## config.mk

```make
export PLATFORM = sky130hd
export DESIGN_NAME = des_apb_top
export DESIGN_NICKNAME = d
export VERILOG_FILES = /design/src/hw/des_pkg.sv /design/src/hw/des_key_schedule.sv /design/src/hw/des_feistel_datapath.sv /design/src/hw/des_decrypt_engine.sv /design/src/hw/des_apb_regs.sv /design/src/hw/des_apb_top.sv
export VERILOG_INCLUDE_DIRS = /design/src /design/src/include
export SDC_FILE = /design/constraint.sdc
export NUM_CORES = 1
export LEC_CHECK = 0
export BUFFER_PORTS_ARGS = -buffer_cell sky130_fd_sc_hd__clkbuf_2
export CAP_MARGIN = 20
export CELL_PAD_IN_SITES_DETAIL_PLACEMENT = 0
export CELL_PAD_IN_SITES_GLOBAL_PLACEMENT = 1
export CORE_MARGIN = 2
export CORE_UTILIZATION = 45
export DETAILED_ROUTE_END_ITERATION = 16
export PLACE_DENSITY = 0.79
export REMOVE_ABC_BUFFERS = 1
export SYNTH_ARGS = -nofsm -noshare
export SYNTH_HDL_FRONTEND = slang
export SYNTH_SLANG_ARGS = --single-unit
export TNS_END_PERCENT = 100
```

## constraint.sdc

```tcl
create_clock -name clk -period 3.2 [get_ports clk]
set_clock_uncertainty 0.2 [all_clocks]
set_input_delay 0.32 -clock clk [delete_from_list [all_inputs] [get_ports clk]]
set_output_delay 0.32 -clock clk [all_outputs]
set_load 0.02 [all_outputs]
```

## src/include/des_regs.svh

```systemverilog
`ifndef DES_REGS_SVH
`define DES_REGS_SVH

`define REG_KEY_LO      8'h00
`define REG_KEY_HI      8'h04
`define REG_DIN_LO      8'h08
`define REG_DIN_HI      8'h0C
`define REG_CTRL        8'h10
`define REG_STATUS      8'h14
`define REG_DOUT_LO     8'h18
`define REG_DOUT_HI     8'h1C

`define CTRL_START_BIT  0
`define STATUS_BUSY_BIT 0
`define STATUS_DONE_BIT 1

`endif

```

## src/hw/des_pkg.sv

```systemverilog
package des_pkg;

    localparam int BLOCK_W    = 64;
    localparam int KEY_W      = 64;
    localparam int HALF_W     = 32;
    localparam int SUBKEY_W   = 48;
    localparam int CD_W       = 28;
    localparam int NUM_ROUNDS = 16;

    typedef logic [BLOCK_W-1:0]  des_block_t;
    typedef logic [SUBKEY_W-1:0] des_subkey_t;

    typedef struct packed {
        logic [KEY_W-1:0] key;
        des_block_t       block;
    } des_job_t;

    typedef struct packed {
        logic busy;
        logic done;
    } des_status_t;

    // standard DES numbering, entry 1 is the msb
    localparam int IP_TAB [64] = '{
        58, 50, 42, 34, 26, 18, 10, 2, 60, 52, 44, 36, 28, 20, 12, 4,
        62, 54, 46, 38, 30, 22, 14, 6, 64, 56, 48, 40, 32, 24, 16, 8,
        57, 49, 41, 33, 25, 17,  9, 1, 59, 51, 43, 35, 27, 19, 11, 3,
        61, 53, 45, 37, 29, 21, 13, 5, 63, 55, 47, 39, 31, 23, 15, 7
    };

    localparam int E_TAB [48] = '{
        32,  1,  2,  3,  4,  5,  4,  5,  6,  7,  8,  9,
         8,  9, 10, 11, 12, 13, 12, 13, 14, 15, 16, 17,
        16, 17, 18, 19, 20, 21, 20, 21, 22, 23, 24, 25,
        24, 25, 26, 27, 28, 29, 28, 29, 30, 31, 32,  1
    };

    localparam int P_TAB [32] = '{
        16,  7, 20, 21, 29, 12, 28, 17,  1, 15, 23, 26,  5, 18, 31, 10,
         2,  8, 24, 14, 32, 27,  3,  9, 19, 13, 30,  6, 22, 11,  4, 25
    };

    localparam int PC1_TAB [56] = '{
        57, 49, 41, 33, 25, 17,  9,  1, 58, 50, 42, 34, 26, 18,
        10,  2, 59, 51, 43, 35, 27, 19, 11,  3, 60, 52, 44, 36,
        63, 55, 47, 39, 31, 23, 15,  7, 62, 54, 46, 38, 30, 22,
        14,  6, 61, 53, 45, 37, 29, 21, 13,  5, 28, 20, 12,  4
    };

    localparam int PC2_TAB [48] = '{
        14, 17, 11, 24,  1,  5,  3, 28, 15,  6, 21, 10,
        23, 19, 12,  4, 26,  8, 16,  7, 27, 20, 13,  2,
        41, 52, 31, 37, 47, 55, 30, 40, 51, 45, 33, 48,
        44, 49, 39, 56, 34, 53, 46, 42, 50, 36, 29, 32
    };

    // one nibble per entry, row 0 column 0 in the top nibble
    localparam logic [255:0] SBOX_TAB [8] = '{
        256'hE4D12FB83A6C5907_0F74E2D1A6CB9538_41E8D62BFC973A50_FC8249175B3EA06D,
        256'hF18E6B34972DC05A_3D47F28EC01A69B5_0E7BA4D158C6932F_D8A13F42B67C05E9,
        256'hA09E63F51DC7B428_D709346A285ECBF1_D6498F30B12C5AE7_1AD069874FE3B52C,
        256'h7DE3069A1285BC4F_D8B56F03472C1AE9_A690CB7DF13E5284_3F06A1D8945BC72E,
        256'h2C417AB6853FD0E9_EB2C47D150FA3986_421BAD78F9C5630E_B8C71E2D6F09A453,
        256'hC1AF92680D34E75B_AF427C9561DE0B38_9EF528C3704A1DB6_432C95FABE17608D,
        256'h4B2EF08D3C975A61_D0B7491AE35C2F86_14BDC37EAF680592_6BD814A7950FE23C,
        256'hD2846FB1A93E50C7_1FD8A374C56B0E92_7B419CE206ADF358_21E74A8DFC90356B
    };

    function automatic des_block_t des_ip(input des_block_t x);
        des_block_t y;
        for (int i = 0; i < BLOCK_W; i++)
            y[BLOCK_W-1-i] = x[BLOCK_W-IP_TAB[i]];
        return y;
    endfunction

    // inverse of IP, built from the same table
    function automatic des_block_t des_fp(input des_block_t x);
        des_block_t y;
        for (int i = 0; i < BLOCK_W; i++)
            y[BLOCK_W-IP_TAB[i]] = x[BLOCK_W-1-i];
        return y;
    endfunction

    function automatic des_subkey_t des_expand(input logic [HALF_W-1:0] x);
        des_subkey_t y;
        for (int i = 0; i < SUBKEY_W; i++)
            y[SUBKEY_W-1-i] = x[HALF_W-E_TAB[i]];
        return y;
    endfunction

    function automatic logic [HALF_W-1:0] des_pbox(input logic [HALF_W-1:0] x);
        logic [HALF_W-1:0] y;
        for (int i = 0; i < HALF_W; i++)
            y[HALF_W-1-i] = x[HALF_W-P_TAB[i]];
        return y;
    endfunction

    function automatic logic [2*CD_W-1:0] des_pc1(input logic [KEY_W-1:0] x);
        logic [2*CD_W-1:0] y;
        for (int i = 0; i < 2*CD_W; i++)
            y[2*CD_W-1-i] = x[KEY_W-PC1_TAB[i]];
        return y;
    endfunction

    function automatic des_subkey_t des_pc2(input logic [2*CD_W-1:0] x);
        des_subkey_t y;
        for (int i = 0; i < SUBKEY_W; i++)
            y[SUBKEY_W-1-i] = x[2*CD_W-PC2_TAB[i]];
        return y;
    endfunction

    function automatic logic [HALF_W-1:0] des_sbox(input des_subkey_t x);
        logic [HALF_W-1:0] y;
        logic [5:0]        grp;
        logic [5:0]        idx;
        for (int s = 0; s < 8; s++)
        begin
            grp = x[SUBKEY_W-1-6*s -: 6];
            // row from the outer bits, column from the inner four
            idx = {grp[5], grp[0], grp[4:1]};
            y[HALF_W-1-4*s -: 4] = SBOX_TAB[s][255-4*idx -: 4];
        end
        return y;
    endfunction

    // encryption shift amount for rounds 1 to 16
    function automatic int des_shift(input logic [4:0] round);
        case (round)
            5'd1, 5'd2, 5'd9, 5'd16: return 1;
            default: return 2;
        endcase
    endfunction

endpackage

```

## src/hw/des_key_schedule.sv

```systemverilog
`timescale 1ns/100ps

module des_key_schedule
    import des_pkg::*;
(
    input  logic             clk,
    input  logic             rst_n,
    input  logic             load,
    input  logic             advance,
    input  logic [4:0]       round,
    input  logic [KEY_W-1:0] key,
    output des_subkey_t      subkey
);

    logic [CD_W-1:0]   c_q;
    logic [CD_W-1:0]   d_q;
    logic [2*CD_W-1:0] pc1_key;
    logic [4:0]        mirror_round;

    assign pc1_key = des_pc1(key);

    // decryption walks the encryption schedule backwards
    assign mirror_round = 5'd17 - round;

    always_ff @(posedge clk or negedge rst_n)
    begin
        if (!rst_n)
        begin
            c_q <= '0;
            d_q <= '0;
        end
        else if (load)
        begin
            c_q <= pc1_key[2*CD_W-1:CD_W];
            d_q <= pc1_key[CD_W-1:0];
        end
        else if (advance)
        begin
            if (des_shift(mirror_round) == 1)
            begin
                c_q <= {c_q[0], c_q[CD_W-1:1]};
                d_q <= {d_q[0], d_q[CD_W-1:1]};
            end
            else
            begin
                c_q <= {c_q[1:0], c_q[CD_W-1:2]};
                d_q <= {d_q[1:0], d_q[CD_W-1:2]};
            end
        end
    end

    assign subkey = des_pc2({c_q, d_q});

endmodule

```

## src/hw/des_feistel_datapath.sv

```systemverilog
`timescale 1ns/100ps

module des_feistel_datapath
    import des_pkg::*;
(
    input  logic        clk,
    input  logic        rst_n,
    input  logic        load,
    input  logic        advance,
    input  des_block_t  block,
    input  des_subkey_t subkey,
    output des_block_t  text
);

    logic [HALF_W-1:0] l_q;
    logic [HALF_W-1:0] r_q;
    logic [HALF_W-1:0] f_out;
    logic [HALF_W-1:0] r_next;
    des_block_t        ip_block;

    assign ip_block = des_ip(block);

    // expansion, key mix, s-boxes, then P
    assign f_out  = des_pbox(des_sbox(des_expand(r_q) ^ subkey));
    assign r_next = l_q ^ f_out;

    always_ff @(posedge clk or negedge rst_n)
    begin
        if (!rst_n)
        begin
            l_q <= '0;
            r_q <= '0;
        end
        else if (load)
        begin
            l_q <= ip_block[BLOCK_W-1:HALF_W];
            r_q <= ip_block[HALF_W-1:0];
        end
        else if (advance)
        begin
            l_q <= r_q;
            r_q <= r_next;
        end
    end

    // taken from the round in flight, so the last round edge
    // can capture the finished block directly
    assign text = des_fp({r_next, r_q});

endmodule

```

## src/hw/des_decrypt_engine.sv

```systemverilog
`timescale 1ns/100ps

module des_decrypt_engine
    import des_pkg::*;
(
    input  logic        clk,
    input  logic        rst_n,
    input  logic        start,
    input  des_job_t    job,
    output des_status_t status,
    output des_block_t  result
);

    logic        busy_q;
    logic        done_q;
    logic [4:0]  round_q;
    logic        last_round;
    des_block_t  result_q;
    des_subkey_t subkey;
    des_block_t  text;

    assign last_round = busy_q && (round_q == 5'(NUM_ROUNDS));

    des_key_schedule u_key_schedule (
        .clk     (clk),
        .rst_n   (rst_n),
        .load    (start),
        .advance (busy_q),
        .round   (round_q),
        .key     (job.key),
        .subkey  (subkey)
    );

    des_feistel_datapath u_datapath (
        .clk     (clk),
        .rst_n   (rst_n),
        .load    (start),
        .advance (busy_q),
        .block   (job.block),
        .subkey  (subkey),
        .text    (text)
    );

    always_ff @(posedge clk or negedge rst_n)
    begin
        if (!rst_n)
        begin
            busy_q   <= 1'b0;
            done_q   <= 1'b0;
            round_q  <= '0;
            result_q <= '0;
        end
        else if (start)
        begin
            busy_q  <= 1'b1;
            done_q  <= 1'b0;
            round_q <= 5'd1;
        end
        else if (last_round)
        begin
            busy_q   <= 1'b0;
            done_q   <= 1'b1;
            round_q  <= '0;
            result_q <= text;
        end
        else if (busy_q)
            round_q <= round_q + 5'd1;
    end

    assign status = '{busy: busy_q, done: done_q};
    assign result = result_q;

endmodule

```

## src/hw/des_apb_regs.sv

```systemverilog
`timescale 1ns/100ps
`include "des_regs.svh"

module des_apb_regs
    import des_pkg::*;
#(
    parameter int ADDR_WIDTH = 8
)
(
    input  logic                  clk,
    input  logic                  rst_n,
    input  logic [ADDR_WIDTH-1:0] paddr,
    input  logic                  psel,
    input  logic                  penable,
    input  logic                  pwrite,
    input  logic [31:0]           pwdata,
    output logic [31:0]           prdata,
    output logic                  pready,
    output logic                  pslverr,
    output logic                  start,
    output des_job_t              job,
    input  des_status_t           status,
    input  des_block_t            result
);

    logic [31:0] key_lo_q;
    logic [31:0] key_hi_q;
    logic [31:0] din_lo_q;
    logic [31:0] din_hi_q;
    logic [31:0] rdata;
    logic        addr_hit;
    logic        access;
    logic        wr_en;

    assign access = psel && penable;
    assign wr_en  = access && pwrite;

    // address decode and read mux
    always_comb
    begin
        addr_hit = 1'b1;
        rdata    = '0;
        case (paddr)
            ADDR_WIDTH'(`REG_KEY_LO):  rdata = key_lo_q;
            ADDR_WIDTH'(`REG_KEY_HI):  rdata = key_hi_q;
            ADDR_WIDTH'(`REG_DIN_LO):  rdata = din_lo_q;
            ADDR_WIDTH'(`REG_DIN_HI):  rdata = din_hi_q;
            ADDR_WIDTH'(`REG_CTRL):    rdata = '0;
            ADDR_WIDTH'(`REG_STATUS):
            begin
                rdata[`STATUS_BUSY_BIT] = status.busy;
                rdata[`STATUS_DONE_BIT] = status.done;
            end
            ADDR_WIDTH'(`REG_DOUT_LO): rdata = result[31:0];
            ADDR_WIDTH'(`REG_DOUT_HI): rdata = result[63:32];
            default:                   addr_hit = 1'b0;
        endcase
    end

    always_ff @(posedge clk or negedge rst_n)
    begin
        if (!rst_n)
        begin
            key_lo_q <= '0;
            key_hi_q <= '0;
            din_lo_q <= '0;
            din_hi_q <= '0;
        end
        else if (wr_en)
        begin
            case (paddr)
                ADDR_WIDTH'(`REG_KEY_LO): key_lo_q <= pwdata;
                ADDR_WIDTH'(`REG_KEY_HI): key_hi_q <= pwdata;
                ADDR_WIDTH'(`REG_DIN_LO): din_lo_q <= pwdata;
                ADDR_WIDTH'(`REG_DIN_HI): din_hi_q <= pwdata;
                default: ;
            endcase
        end
    end

    // read data sampled at the end of setup, held through access
    always_ff @(posedge clk or negedge rst_n)
    begin
        if (!rst_n)
            prdata <= '0;
        else if (psel && !penable && !pwrite)
            prdata <= rdata;
    end

    // starts while the engine runs are dropped here
    assign start = wr_en && (paddr == ADDR_WIDTH'(`REG_CTRL))
                   && pwdata[`CTRL_START_BIT] && !status.busy;

    assign job     = '{key: {key_hi_q, key_lo_q}, block: {din_hi_q, din_lo_q}};
    assign pready  = 1'b1;
    assign pslverr = access && !addr_hit;

endmodule

```

## src/hw/des_apb_top.sv

```systemverilog
`timescale 1ns/100ps

module des_apb_top
    import des_pkg::*;
#(
    parameter int ADDR_WIDTH = 8
)
(
    input  logic                  clk,
    input  logic                  rst_n,
    input  logic [ADDR_WIDTH-1:0] paddr,
    input  logic                  psel,
    input  logic                  penable,
    input  logic                  pwrite,
    input  logic [31:0]           pwdata,
    output logic [31:0]           prdata,
    output logic                  pready,
    output logic                  pslverr
);

    logic        start;
    des_job_t    job;
    des_status_t status;
    des_block_t  result;

    des_apb_regs #(
        .ADDR_WIDTH (ADDR_WIDTH)
    ) u_regs (
        .clk     (clk),
        .rst_n   (rst_n),
        .paddr   (paddr),
        .psel    (psel),
        .penable (penable),
        .pwrite  (pwrite),
        .pwdata  (pwdata),
        .prdata  (prdata),
        .pready  (pready),
        .pslverr (pslverr),
        .start   (start),
        .job     (job),
        .status  (status),
        .result  (result)
    );

    des_decrypt_engine u_engine (
        .clk    (clk),
        .rst_n  (rst_n),
        .start  (start),
        .job    (job),
        .status (status),
        .result (result)
    );

endmodule

```

## Word-level counts from Yosys, hierarchy flattened

Index checks and enable logic that the tools add are counted.
W data, S select, Z words.

| storage, ports and cells | value |
|---|---|
| bits in registers | 351 |
| input port bits | 45 |
| output and inout port bits | 34 |
| logic and storage cells | 94 |

| cells by class | value |
|---|---|
| add/subtract/negate cells | 10 |
| equality and inequality tests | 13 |
| shift operators | 8 |
| muxes and demuxes | 23 |
| bitwise gates (word level) | 3 |
| reductions and logical operators | 24 |

Operator list:

| operator | number |
|---|---|
| $shiftx A259 B33 Y4 const A | 8 |
| $mux W32 | 6 |
| $pmux W30 S6 | 1 |
| $mux W28 | 6 |
| $sub A8 B8 Y9 const A | 8 |
| $xor A48 B48 Y48 | 1 |
| $eq A32 B2 Y1 const B | 1 |
| $eq A8 B5 Y1 const B | 4 |
| $xor A32 B32 Y32 | 1 |
| $eq A8 B4 Y1 const B | 2 |
| $mux W5 | 3 |
| $pmux W2 S7 | 1 |
| $eq A5 B5 Y1 const B | 2 |
| $reduce_and A2 Y1 | 5 |
| $logic_and A1 B1 Y1 | 9 |
| $eq A8 B3 Y1 const B | 1 |
| $logic_not A8 Y1 | 1 |
| $reduce_or A8 Y1 | 1 |
| $add A5 B1 Y5 const B | 1 |
| $eq A5 B1 Y1 const B | 1 |
| $eq A5 B2 Y1 const B | 1 |
| $eq A5 B4 Y1 const B | 1 |
| $mux W1 | 5 |
| $sub A5 B5 Y5 const A | 1 |
| other kinds (6) | 10 |

## Logic depth before layout (Yosys ltp)

Gate-level depths: netlist of the first run.

| depth | value |
|---|---|
| depth in word-level cells | 10 |
| mapped depth | 12 |

## By module

A second synthesis of the first run with hierarchy kept.

| unflattened totals | value |
|---|---|
| cells, all modules | 2264 |
| area, all modules | 23847.9 um^2 |

By module, submodules not included:

| module | instances | cells an instance | area each (um^2) |
|---|---|---|---|
| des_feistel_datapath | 1 | 1056 | 8856.0 |
| des_apb_regs | 1 | 573 | 7716.2 |
| des_key_schedule | 1 | 461 | 4199.0 |
| des_decrypt_engine | 1 | 174 | 3076.7 |

## Worst setup path after synthesis of the first run

Ideal clock, no wire load.

| path | value |
|---|---|
| kind | reg-to-reg |
| start point | register u_engine.u_datapath.r_q[16] |
| end point | register u_engine.u_datapath.r_q[12] |
| arrival | 2.796 ns |
| required time | 2.866 ns |
| path slack | 0.070 ns |
| cell stages (with the launch flop) | 10 |
| path buffers | 0 |
| period minus slack after synthesis | 3.130 ns |
| cells stage by stage | dfrtp_1 > xnor2_1 > inv_1 > ha_1 > inv_1 > mux4_2 > mux4_2 > xnor2_1 > nand2_1 > o21ai_0 |

| between the ends | value |
|---|---|
| cells in the longest elaborated chain, start to end | 6 |

RTL lines:

| item | line | text |
|---|---|---|
| start: declaration | des_feistel_datapath.sv:16 | `logic [HALF_W-1:0] r_q;` |
| start signal: assignment | des_feistel_datapath.sv:37 | `r_q <= ip_block[HALF_W-1:0];` |
| start signal: assignment | des_feistel_datapath.sv:42 | `r_q <= r_next;` |
| $xor A48 B48 Y48 | des_feistel_datapath.sv:24 | `assign f_out = des_pbox(des_sbox(des_expand(r_q) ^ subkey));` |
| $sub A8 B8 Y9 | des_pkg.sv:121 | `y[HALF_W-1-4*s -: 4] = SBOX_TAB[s][255-4*idx -: 4];` |
| $shiftx A259 B33 Y4 | des_pkg.sv:121 |  |
| $xor A32 B32 Y32 | des_feistel_datapath.sv:25 | `assign r_next = l_q ^ f_out;` |
| $mux W32 | des_feistel_datapath.sv:39 | `else if (advance)` |
| $mux W32 | des_feistel_datapath.sv:34 | `else if (load)` |

No other way between the ends. The select of a mux whose other input is x is not followed.
A chain may end at the register's enable or synchronous reset.

## Worst setup path in the final report of the first run

| path | value |
|---|---|
| start point | register u_engine.u_datapath.r_q[1] |
| end point | register u_engine.result_q[38], in the netlist u_engine.result[38] |

| between the ends | value |
|---|---|
| cells in the longest elaborated chain, start to end | 4 |

RTL lines:

| item | line | text |
|---|---|---|
| $xor A48 B48 Y48 | des_feistel_datapath.sv:24 |  |
| $sub A8 B8 Y9 | des_pkg.sv:121 |  |
| $shiftx A259 B33 Y4 | des_pkg.sv:121 |  |
| $xor A32 B32 Y32 | des_feistel_datapath.sv:25 |  |
| end signal: assignment | des_decrypt_engine.sv:64 | `result_q <= text;` |
| end: declaration | des_decrypt_engine.sv:18 | `des_block_t result_q;` |

No other way between the ends.

==> impl_metrics.csv, run 1 <==
group,metric,value,unit
status,status,"finished, violations left",
status,violations,"setup timing",
cts,clk_path_buf_depth,3,
logic_synthesis,syn_area_per_cell,10.1,µm²
die,die_w,223,µm
pwr,switchingPower,0.0105,W
logic_synthesis,synth_mux_area_share,20.5,%
route,via_per_inst,6.00,
final_layout,antenna_cells,0,
timing,worstMarginPinSlew,909,ps
cts,cts.sinks,351,
timing,fin_crit,3250,ps
worst_setup_path,arrival,3470,ps
logic_synthesis,synth_top_family_by_area,"multiplexers",
die,ios,79,
logic_synthesis,synth_ff_type,"dfrtp_1",
cts,cts_made_buffers,41,
logic_synthesis,seq_area_frac_synth,40.7,%
die,initial_core_util,45.4,%
cts,worstSkewPairLatency,580,ps
pwr,pwr-share-comb,57.5,%
global_route,grtUsageTotal,27.1,%
timing,max_freq,308,MHz
pwr,p_leak,11.7,nW
route,drc_errors,0,
timing,hold_viol,0,
worst_setup_path,end_kind,"flip-flop",
logic_synthesis,yosysWarnings,0,
pwr,power.density,971,mW/mm²
global_route,grt_max_degree,134,
route,drtIter0Drc,1781,
final_layout,finish.utilization,52.9,%
place,hpwl,45300,µm
global_route,antenna_found_initial,0,
final_layout,area_growth,16.5,%
worst_setup_path,critPathKind,"flip-flop to flip-flop",
logic_synthesis,synthAdderAreaFrac,3.89,%
cts,cts_tree,"done",
logic_synthesis,ys_async_sr_fraction,100,%
logic_synthesis,synth_edf_count,0,
worst_setup_path,critPathLaunchType,"flip-flop",
logic_synthesis,synth_compound_area_share,14.4,%
logic_synthesis,synth_xor_area_share,5.90,%
pwr,p_sw_share,43.1,%
logic_synthesis,ys_types,69,
timing,fin_crit_sh,102,%
timing,finalWorstSetupSlack,-49.2,ps
timing,setup_viol,2,
die,num_rows,80,
route,postRouteAntennaNets,0,
flow_run,drv_cap,0,
global_route,grt_pass1_wl,105000,µm
global_route,grt_remaining_overflow,0,
pwr,power_frac_clock,18.8,%
logic_synthesis,synth_seq_cells,351,
global_route,grt_pass1_vias,17300,
logic_synthesis,syn_area,0.0216,mm²
logic_synthesis,synth_simple_gate_area_share,10.7,%
route,wire_per_inst,22.9,µm
worst_setup_path,critPathMaxFanout,6,
route,routed_wl,67100,µm
final_layout,fin_nets,2393,
cts,postCtsSetupRepairBufs,0,
die,die_h,223,µm
worst_setup_path,cp.required,3420,ps
die,die-area,0.0497,mm²
cts,root_buffer,"clkbuf_16",
pwr,power.total,0.0244,W
timing,maxSlewHeadroom,38.9,%
die,core_area,0.0475,mm²
route,drt_pass1_iterations,6,
pwr,power_frac_seq,23.7,%
logic_synthesis,postSynthCellCount,2138,
route,vias,17600,
cts,clk_pin_slew,60,ps
pwr,peakVddDrop,0.397,mV
cts,htreeDepth,2,
final_layout,layout-drive-gt1-share,24.1,%
timing,slew_violations,0,
hold_path,min_path_type,"primary input to asynchronous set/reset pin",
timing,rsz0062_at_grt,"no",
place,portBuffers,77,
place,finalWeightedCongestion,0.922,
pwr,intPower,0.0139,W
Yosys cell counts (8+ instances only):
cell,number,area [µm²]
dfrtp_1,351,8780
nand2_1,311,1170
mux2_2,199,2240
o21ai_0,144,721
mux2i_1,139,1390
nor2_1,95,357
a22oi_1,92,691
clkbuf_1,90,338
ha_1,67,838
xnor2_1,66,578
nand3_1,64,320
a21oi_1,47,235
xor2_1,46,403
buf_2,40,200
inv_1,37,139
nor3_1,34,170
a22o_1,30,263
mux4_2,30,676
a211oi_1,26,195
o211ai_1,21,158
a31oi_1,17,106
o21ai_1,17,85.1
buf_4,12,90.1
mux2_1,11,124
xor2_2,10,163
buf_1,9,33.8
o2111ai_1,9,78.8
a221oi_1,8,70.1
and3_1,8,50.1
xnor2_2,8,130
cell type report:
| cell class | instances | area [µm²] |
|---|---|---|
| inverter | 43 | 164 |
| clock buffer | 58 | 1170 |
| tap | 615 | 769 |
| sequential | 351 | 8790 |
| clock inverter | 16 | 129 |
| fill | 4169 | 22400 |
| timing repair buffer | 251 | 2060 |
| multi-input combinational | 1593 | 12100 |
power groups by stage:
stage	Clock (W)	Combinational (W)	Sequential (W)
finish	0.00460	0.0140	0.00578
global route	0.00484	0.0153	0.00583
CTS	0.00466	0.0139	0.00575
detailed placement	0	0.0138	0.00582
global placement	0	0.0138	0.00580
floorplan	0	0.00927	0.00560
layer usage:
layer  GRT usage [%]  wire length, µm
met3            3.48             3930
met2            42.5            30700
met5               0                0
met1            39.6            30900
met4            7.19             1550
worst max-delay path: stages (launching register included):
cell and delay, ps:
dfrtp_1 420, xor2_1 230, buf_4 210, ha_1 200
inv_1 90, mux2i_1 70, a2111oi_0 670, a211oi_1 100
a31oi_1 410, buf_4 230, xnor2_1 150, o21ai_0 130
timing repair:
item,CTS,global route
hold buffers,33,0
endpoints found under the hold margin,199,0
resized for setup,2,4
setup endpoints to repair,3,11
path summary, 6_finish.rpt:
kind                                            startpoint                   to  slack (ps)  cells past startpoint
worst max-delay path            u_engine.u_datapath.r_q[1]  u_engine.result[38]         -50                     11
worst min-delay path                                 rst_n     u_regs.prdata[1]         150                      2
worst max register to register  u_engine.u_datapath.r_q[1]  u_engine.result[38]         -50                     11
worst min register to register          u_engine.result[7]   u_engine.result[7]         280                      2
max in group asynchronous                            rst_n     u_regs.prdata[6]        1660                      3
min in group clk                                  paddr[5]    u_regs.prdata[19]         210                      4
registers in the layout, summed over array words and instances (netlist names):
name / cells
u_engine.busy_q: 1
u_engine.done_q: 1
u_engine.result: 64
u_engine.round_q: 5
u_engine.u_datapath.l_q: 32
u_engine.u_datapath.r_q: 32
u_engine.u_key_schedule.c_q: 28
u_engine.u_key_schedule.d_q: 28
u_regs.din_hi_q: 32
u_regs.din_lo_q: 32
u_regs.key_hi_q: 32
u_regs.key_lo_q: 32
u_regs.prdata: 32
cells by family (layout without fill, tap and decap cells):
kind of cell | count (synthesis) | after routing
AND/OR/NAND/NOR | 547 | 547
AO/OA/AOI/OAI | 469 | 469
multiplexers | 379 | 379
flip-flops | 351 | 351
buffers and inverters | 194 | 368
XOR/XNOR | 130 | 130
adder cells (fa/ha/maj) | 67 | 67
other | 1 | 1
cells in the final DEF (no fill, tap or decap), types with 34 or more instances in the layout:
cell       netlist  routed
dfrtp_1        351     350
nand2_1        311     310
mux2_2         199     199
o21ai_0        144     144
mux2i_1        139     138
buf_4           12     119
nor2_1          95      94
a22oi_1         92      92
clkbuf_2         0      76
ha_1            67      67
nand3_1         64      64
xnor2_1         66      63
a21oi_1         47      47
xor2_1          46      44
clkbuf_16        0      43
inv_1           37      37
nor3_1          34      34
stage by stage:
| step | cell area, µm² | worst slack, ps | instances | setup TNS, ps | hold slack (ps) |
|---|---|---|---|---|---|
| 2_1_floorplan | 20900 | -5230 | 1987 | -918450 | -176 |
| 3_3_place_gp | 23500 | -20.5 | 2819 | -23.3 | 170 |
| 3_5_place_dp | 23500 | -37.5 | 2819 | -72.7 | 180 |
| 4_1_cts | 25100 | 24.9 | 2926 | 0 | 166 |
| 5_1_grt | 25100 | 1.59 | 2927 | 0 | 214 |
| 6_report | 25100 | -49.2 | 2927 | -71.7 | 148 |
No activity file was read; power rests on OpenSTA's default activity.
==> run 2, diff against run 1 <==
Settings changed: ABC_AREA from default to 1, CORE_UTILIZATION 45 to 41, PLACE_DENSITY 0.79 to 0.78.
==> impl_metrics.csv, run 2 <==
group,metric,value,unit
logic_synthesis,synth_top_area_share,40.2,%
cts,cts_tree,"done",
cts,root_buffer,"clkbuf_16",
final_layout,final_common_cell,"nand2_1",
timing,rsz0062_at_grt,"no",
cts,postCtsSetupRepairBufs,0,
global_route,grt_use_met2,47.7,%
logic_synthesis,synth_seq_cells,351,
die,core_area,0.0527,mm²
place,finalWeightedCongestion,0.917,
logic_synthesis,synth_edf_count,0,
pwr,power_frac_seq,32.3,%
logic_synthesis,seq_area_frac_synth,40.2,%
global_route,met1_usage,39.8,%
pwr,p_sw_share,38.7,%
final_layout,finish.utilization,47.4,%
worst_setup_path,end_kind,"flip-flop",
global_route,antenna_found_initial,2,
timing,slew_violations,0,
die,ios,79,
logic_synthesis,syn_area,0.0219,mm²
timing,maxSlewHeadroom,30.2,%
global_route,grt_pass1_vias,21100,
timing,finalWorstSetupSlack,193,ps
global_route,grtUsageTotal,30.0,%
logic_synthesis,postSynthCellCount,3196,
final_layout,largest_reg_flops,64,
worst_setup_path,cp.required,3440,ps
flow_run,drv_cap,0,
place,placed_area,0.0232,mm²
place,hpwl,58100,µm
cts,htreeDepth,2,
cts,clk_path_buf_depth,3,
logic_synthesis,ys_types,46,
final_layout,final_cell_mix,"nand2_1 (1345), nand3_1 (403), inv_1 (354), dfrtp_1 (350), o21ai_0 (208)",
cts,worstSkewPairLatency,580,ps
route,drt_pass1_iterations,7,
worst_setup_path,arrival,3240,ps
logic_synthesis,synthTopCellsByCount,"nand2_1 (1348), nand3_1 (403), inv_1 (355), dfrtp_1 (351), o21ai_0 (208)",
place,portBuffers,77,
worst_setup_path,critPathLaunchType,"flip-flop",
logic_synthesis,syn_area_per_cell,6.84,µm²
global_route,grt_max_degree,100,
global_route,grt_remaining_overflow,0,
timing,fin_crit_sh,94.0,%
pwr,intPower,0.00943,W
timing,hold_viol,0,
cts,cts.sinks,351,
final_layout,final_cell_area,0.0250,mm²
worst_setup_path,critPathKind,"flip-flop to flip-flop",
final_layout,fin_nets,3396,
global_route,grt_busiest_layer,"met2",
logic_synthesis,yosys.area.top_type,"dfrtp_1",
logic_synthesis,synth_ff_type,"dfrtp_1",
cts,cts_made_buffers,42,
timing,worstMarginPinSlew,1040,ps
pwr,power.density,616,mW/mm²
timing,fin_crit,3010,ps
global_route,met3_usage,4.49,%
timing,max_freq,333,MHz
die,die_h,235,µm
logic_synthesis,yosysWarnings,0,
route,vias,22000,
cts,clk_pin_slew,70,ps
route,postRouteAntennaNets,0,
logic_synthesis,synthTopCellsByArea,"dfrtp_1 (40%), nand2_1 (23%), nand3_1 (9.2%)",
worst_setup_path,reg2reg_depth,15,
logic_synthesis,yosysMostFrequentCell,"nand2_1",
final_layout,area_growth,14.2,%
die,initial_core_util,41.5,%
route,drtIter0Drc,2147,
pwr,power.total,0.0154,W
timing,hold_ws,140,ps
pwr,power_frac_clock,33.5,%
route,wire_per_inst,20.9,µm
die,die-area,0.0552,mm²
die,num_rows,84,
global_route,grt_pass1_wl,128000,µm
pwr,p_leak,12.9,nW
die,die_w,235,µm
timing,setup_viol,0,
worst_setup_path,critPathMaxFanout,8,
place,pre_cts_slack,278,ps
final_layout,fillers,5347,
route,via_per_inst,5.51,
final_layout,layout-drive-gt1-share,7.46,%
status,status,"complete, no violations",
route,drc_errors,0,
route,routed_wl,83700,µm
hold_path,min_path_type,"primary input to asynchronous set/reset pin",
logic_synthesis,ys_async_sr_fraction,100,%
pwr,pwr-share-comb,34.2,%
worst_setup_path,r2r_slack,190,ps
pwr,switchingPower,0.00595,W
pwr,peakVddDrop,0.362,mV
-- run 2: changes by cell type in the layout (fill, tap and decap cells not counted), moves of 30 or more --
| cell | previous run | this run |
|---|---|---|
| a22o_1 | 30 | 0 |
| a22oi_1 | 92 | 2 |
| buf_4 | 119 | 51 |
| inv_1 | 37 | 354 |
| mux2_2 | 199 | 0 |
| mux2i_1 | 138 | 0 |
| mux4_2 | 30 | 0 |
| nand2_1 | 310 | 1345 |
| nand3_1 | 64 | 403 |
| nor2_1 | 94 | 54 |
| o21ai_0 | 144 | 208 |
| o22ai_1 | 2 | 80 |
| xnor2_1 | 63 | 15 |
| xor2_1 | 44 | 7 |
-- run 2: repair_timing --
item,in CTS,in global routing
resized for setup,0,0
hold buffers,33,0
endpoints found under the hold margin,185,0
-- run 2: logic make-up (layout without fill, tap and decap cells) --
group,after synthesis,in the layout,share of synthesized area [%]
compound gates,402,402,10.9
xor+xnor,28,28,1.33
fa+ha+maj,67,67,3.83
buf+inv,502,619,9.15
flops,351,351,40.2
other cells,1,3,0.0172
simple gates,1845,1845,34.6
-- run 2: routing by layer --
metal,up-vias,wire [µm]
met3,183,6440
met1,10500,34900
met5,-,0
met4,0,4380
li1,10400,-
met2,917,38000
-- run 2: layout make-up --
class                      instances  area, µm²  share of cell area (%)
tap                              688        861                    3.45
multi-input combinational       2343      11100                    44.4
antenna                            2       5.00                  0.0200
clock inverter                    17        270                    1.08
clock buffer                      56       1170                    4.71
timing repair buffer             175       1390                    5.56
inverter                         371       1400                    5.59
sequential                       351       8780                    35.2
-- run 2: final timing paths --
check	startpoint	to
setup / recovery	u_engine.u_key_schedule.d_q[19]	u_engine.u_datapath.r_q[18]
setup reg to reg	u_engine.u_key_schedule.d_q[19]	u_engine.u_datapath.r_q[18]
hold reg to reg	u_regs.prdata[11]	u_regs.prdata[11]
max in group asynchronous	rst_n	u_regs.key_lo_q[24]
hold / removal	rst_n	u_regs.prdata[31]
min in group clk	psel	u_regs.prdata[0]
-- run 2: worst max-delay path: stages, from the launching register on --
cell and delay [ps]:
dfrtp_1 510, inv_1 130, nand2_1 80, nand2_1 200, ha_1 410, inv_1 50
nand3_1 300, o21ai_0 150, nand2_1 80, nand2_1 50, nand2_1 80, nand3_1 130
nand2_1 90, nand2_1 60, nand3_1 220, nand2_1 120
-- run 2: per-stage QoR --
stage               TNS [ps]  cells
floorplan            -265500   3065
global placement           0   3893
detailed placement         0   3894
CTS                        0   4000
global route               0   4001
finish                     0   4003
-- run 2: power groups by stage --
stage          Sequential, W  Clock, W  Combinational (W)
3_3_place_gp         0.00503         0            0.00513
3_5_place_dp         0.00504         0            0.00513
4_1_cts              0.00496   0.00523            0.00519
6_report             0.00497   0.00515            0.00526
2_1_floorplan        0.00491         0            0.00357
5_1_grt              0.00499   0.00537            0.00593
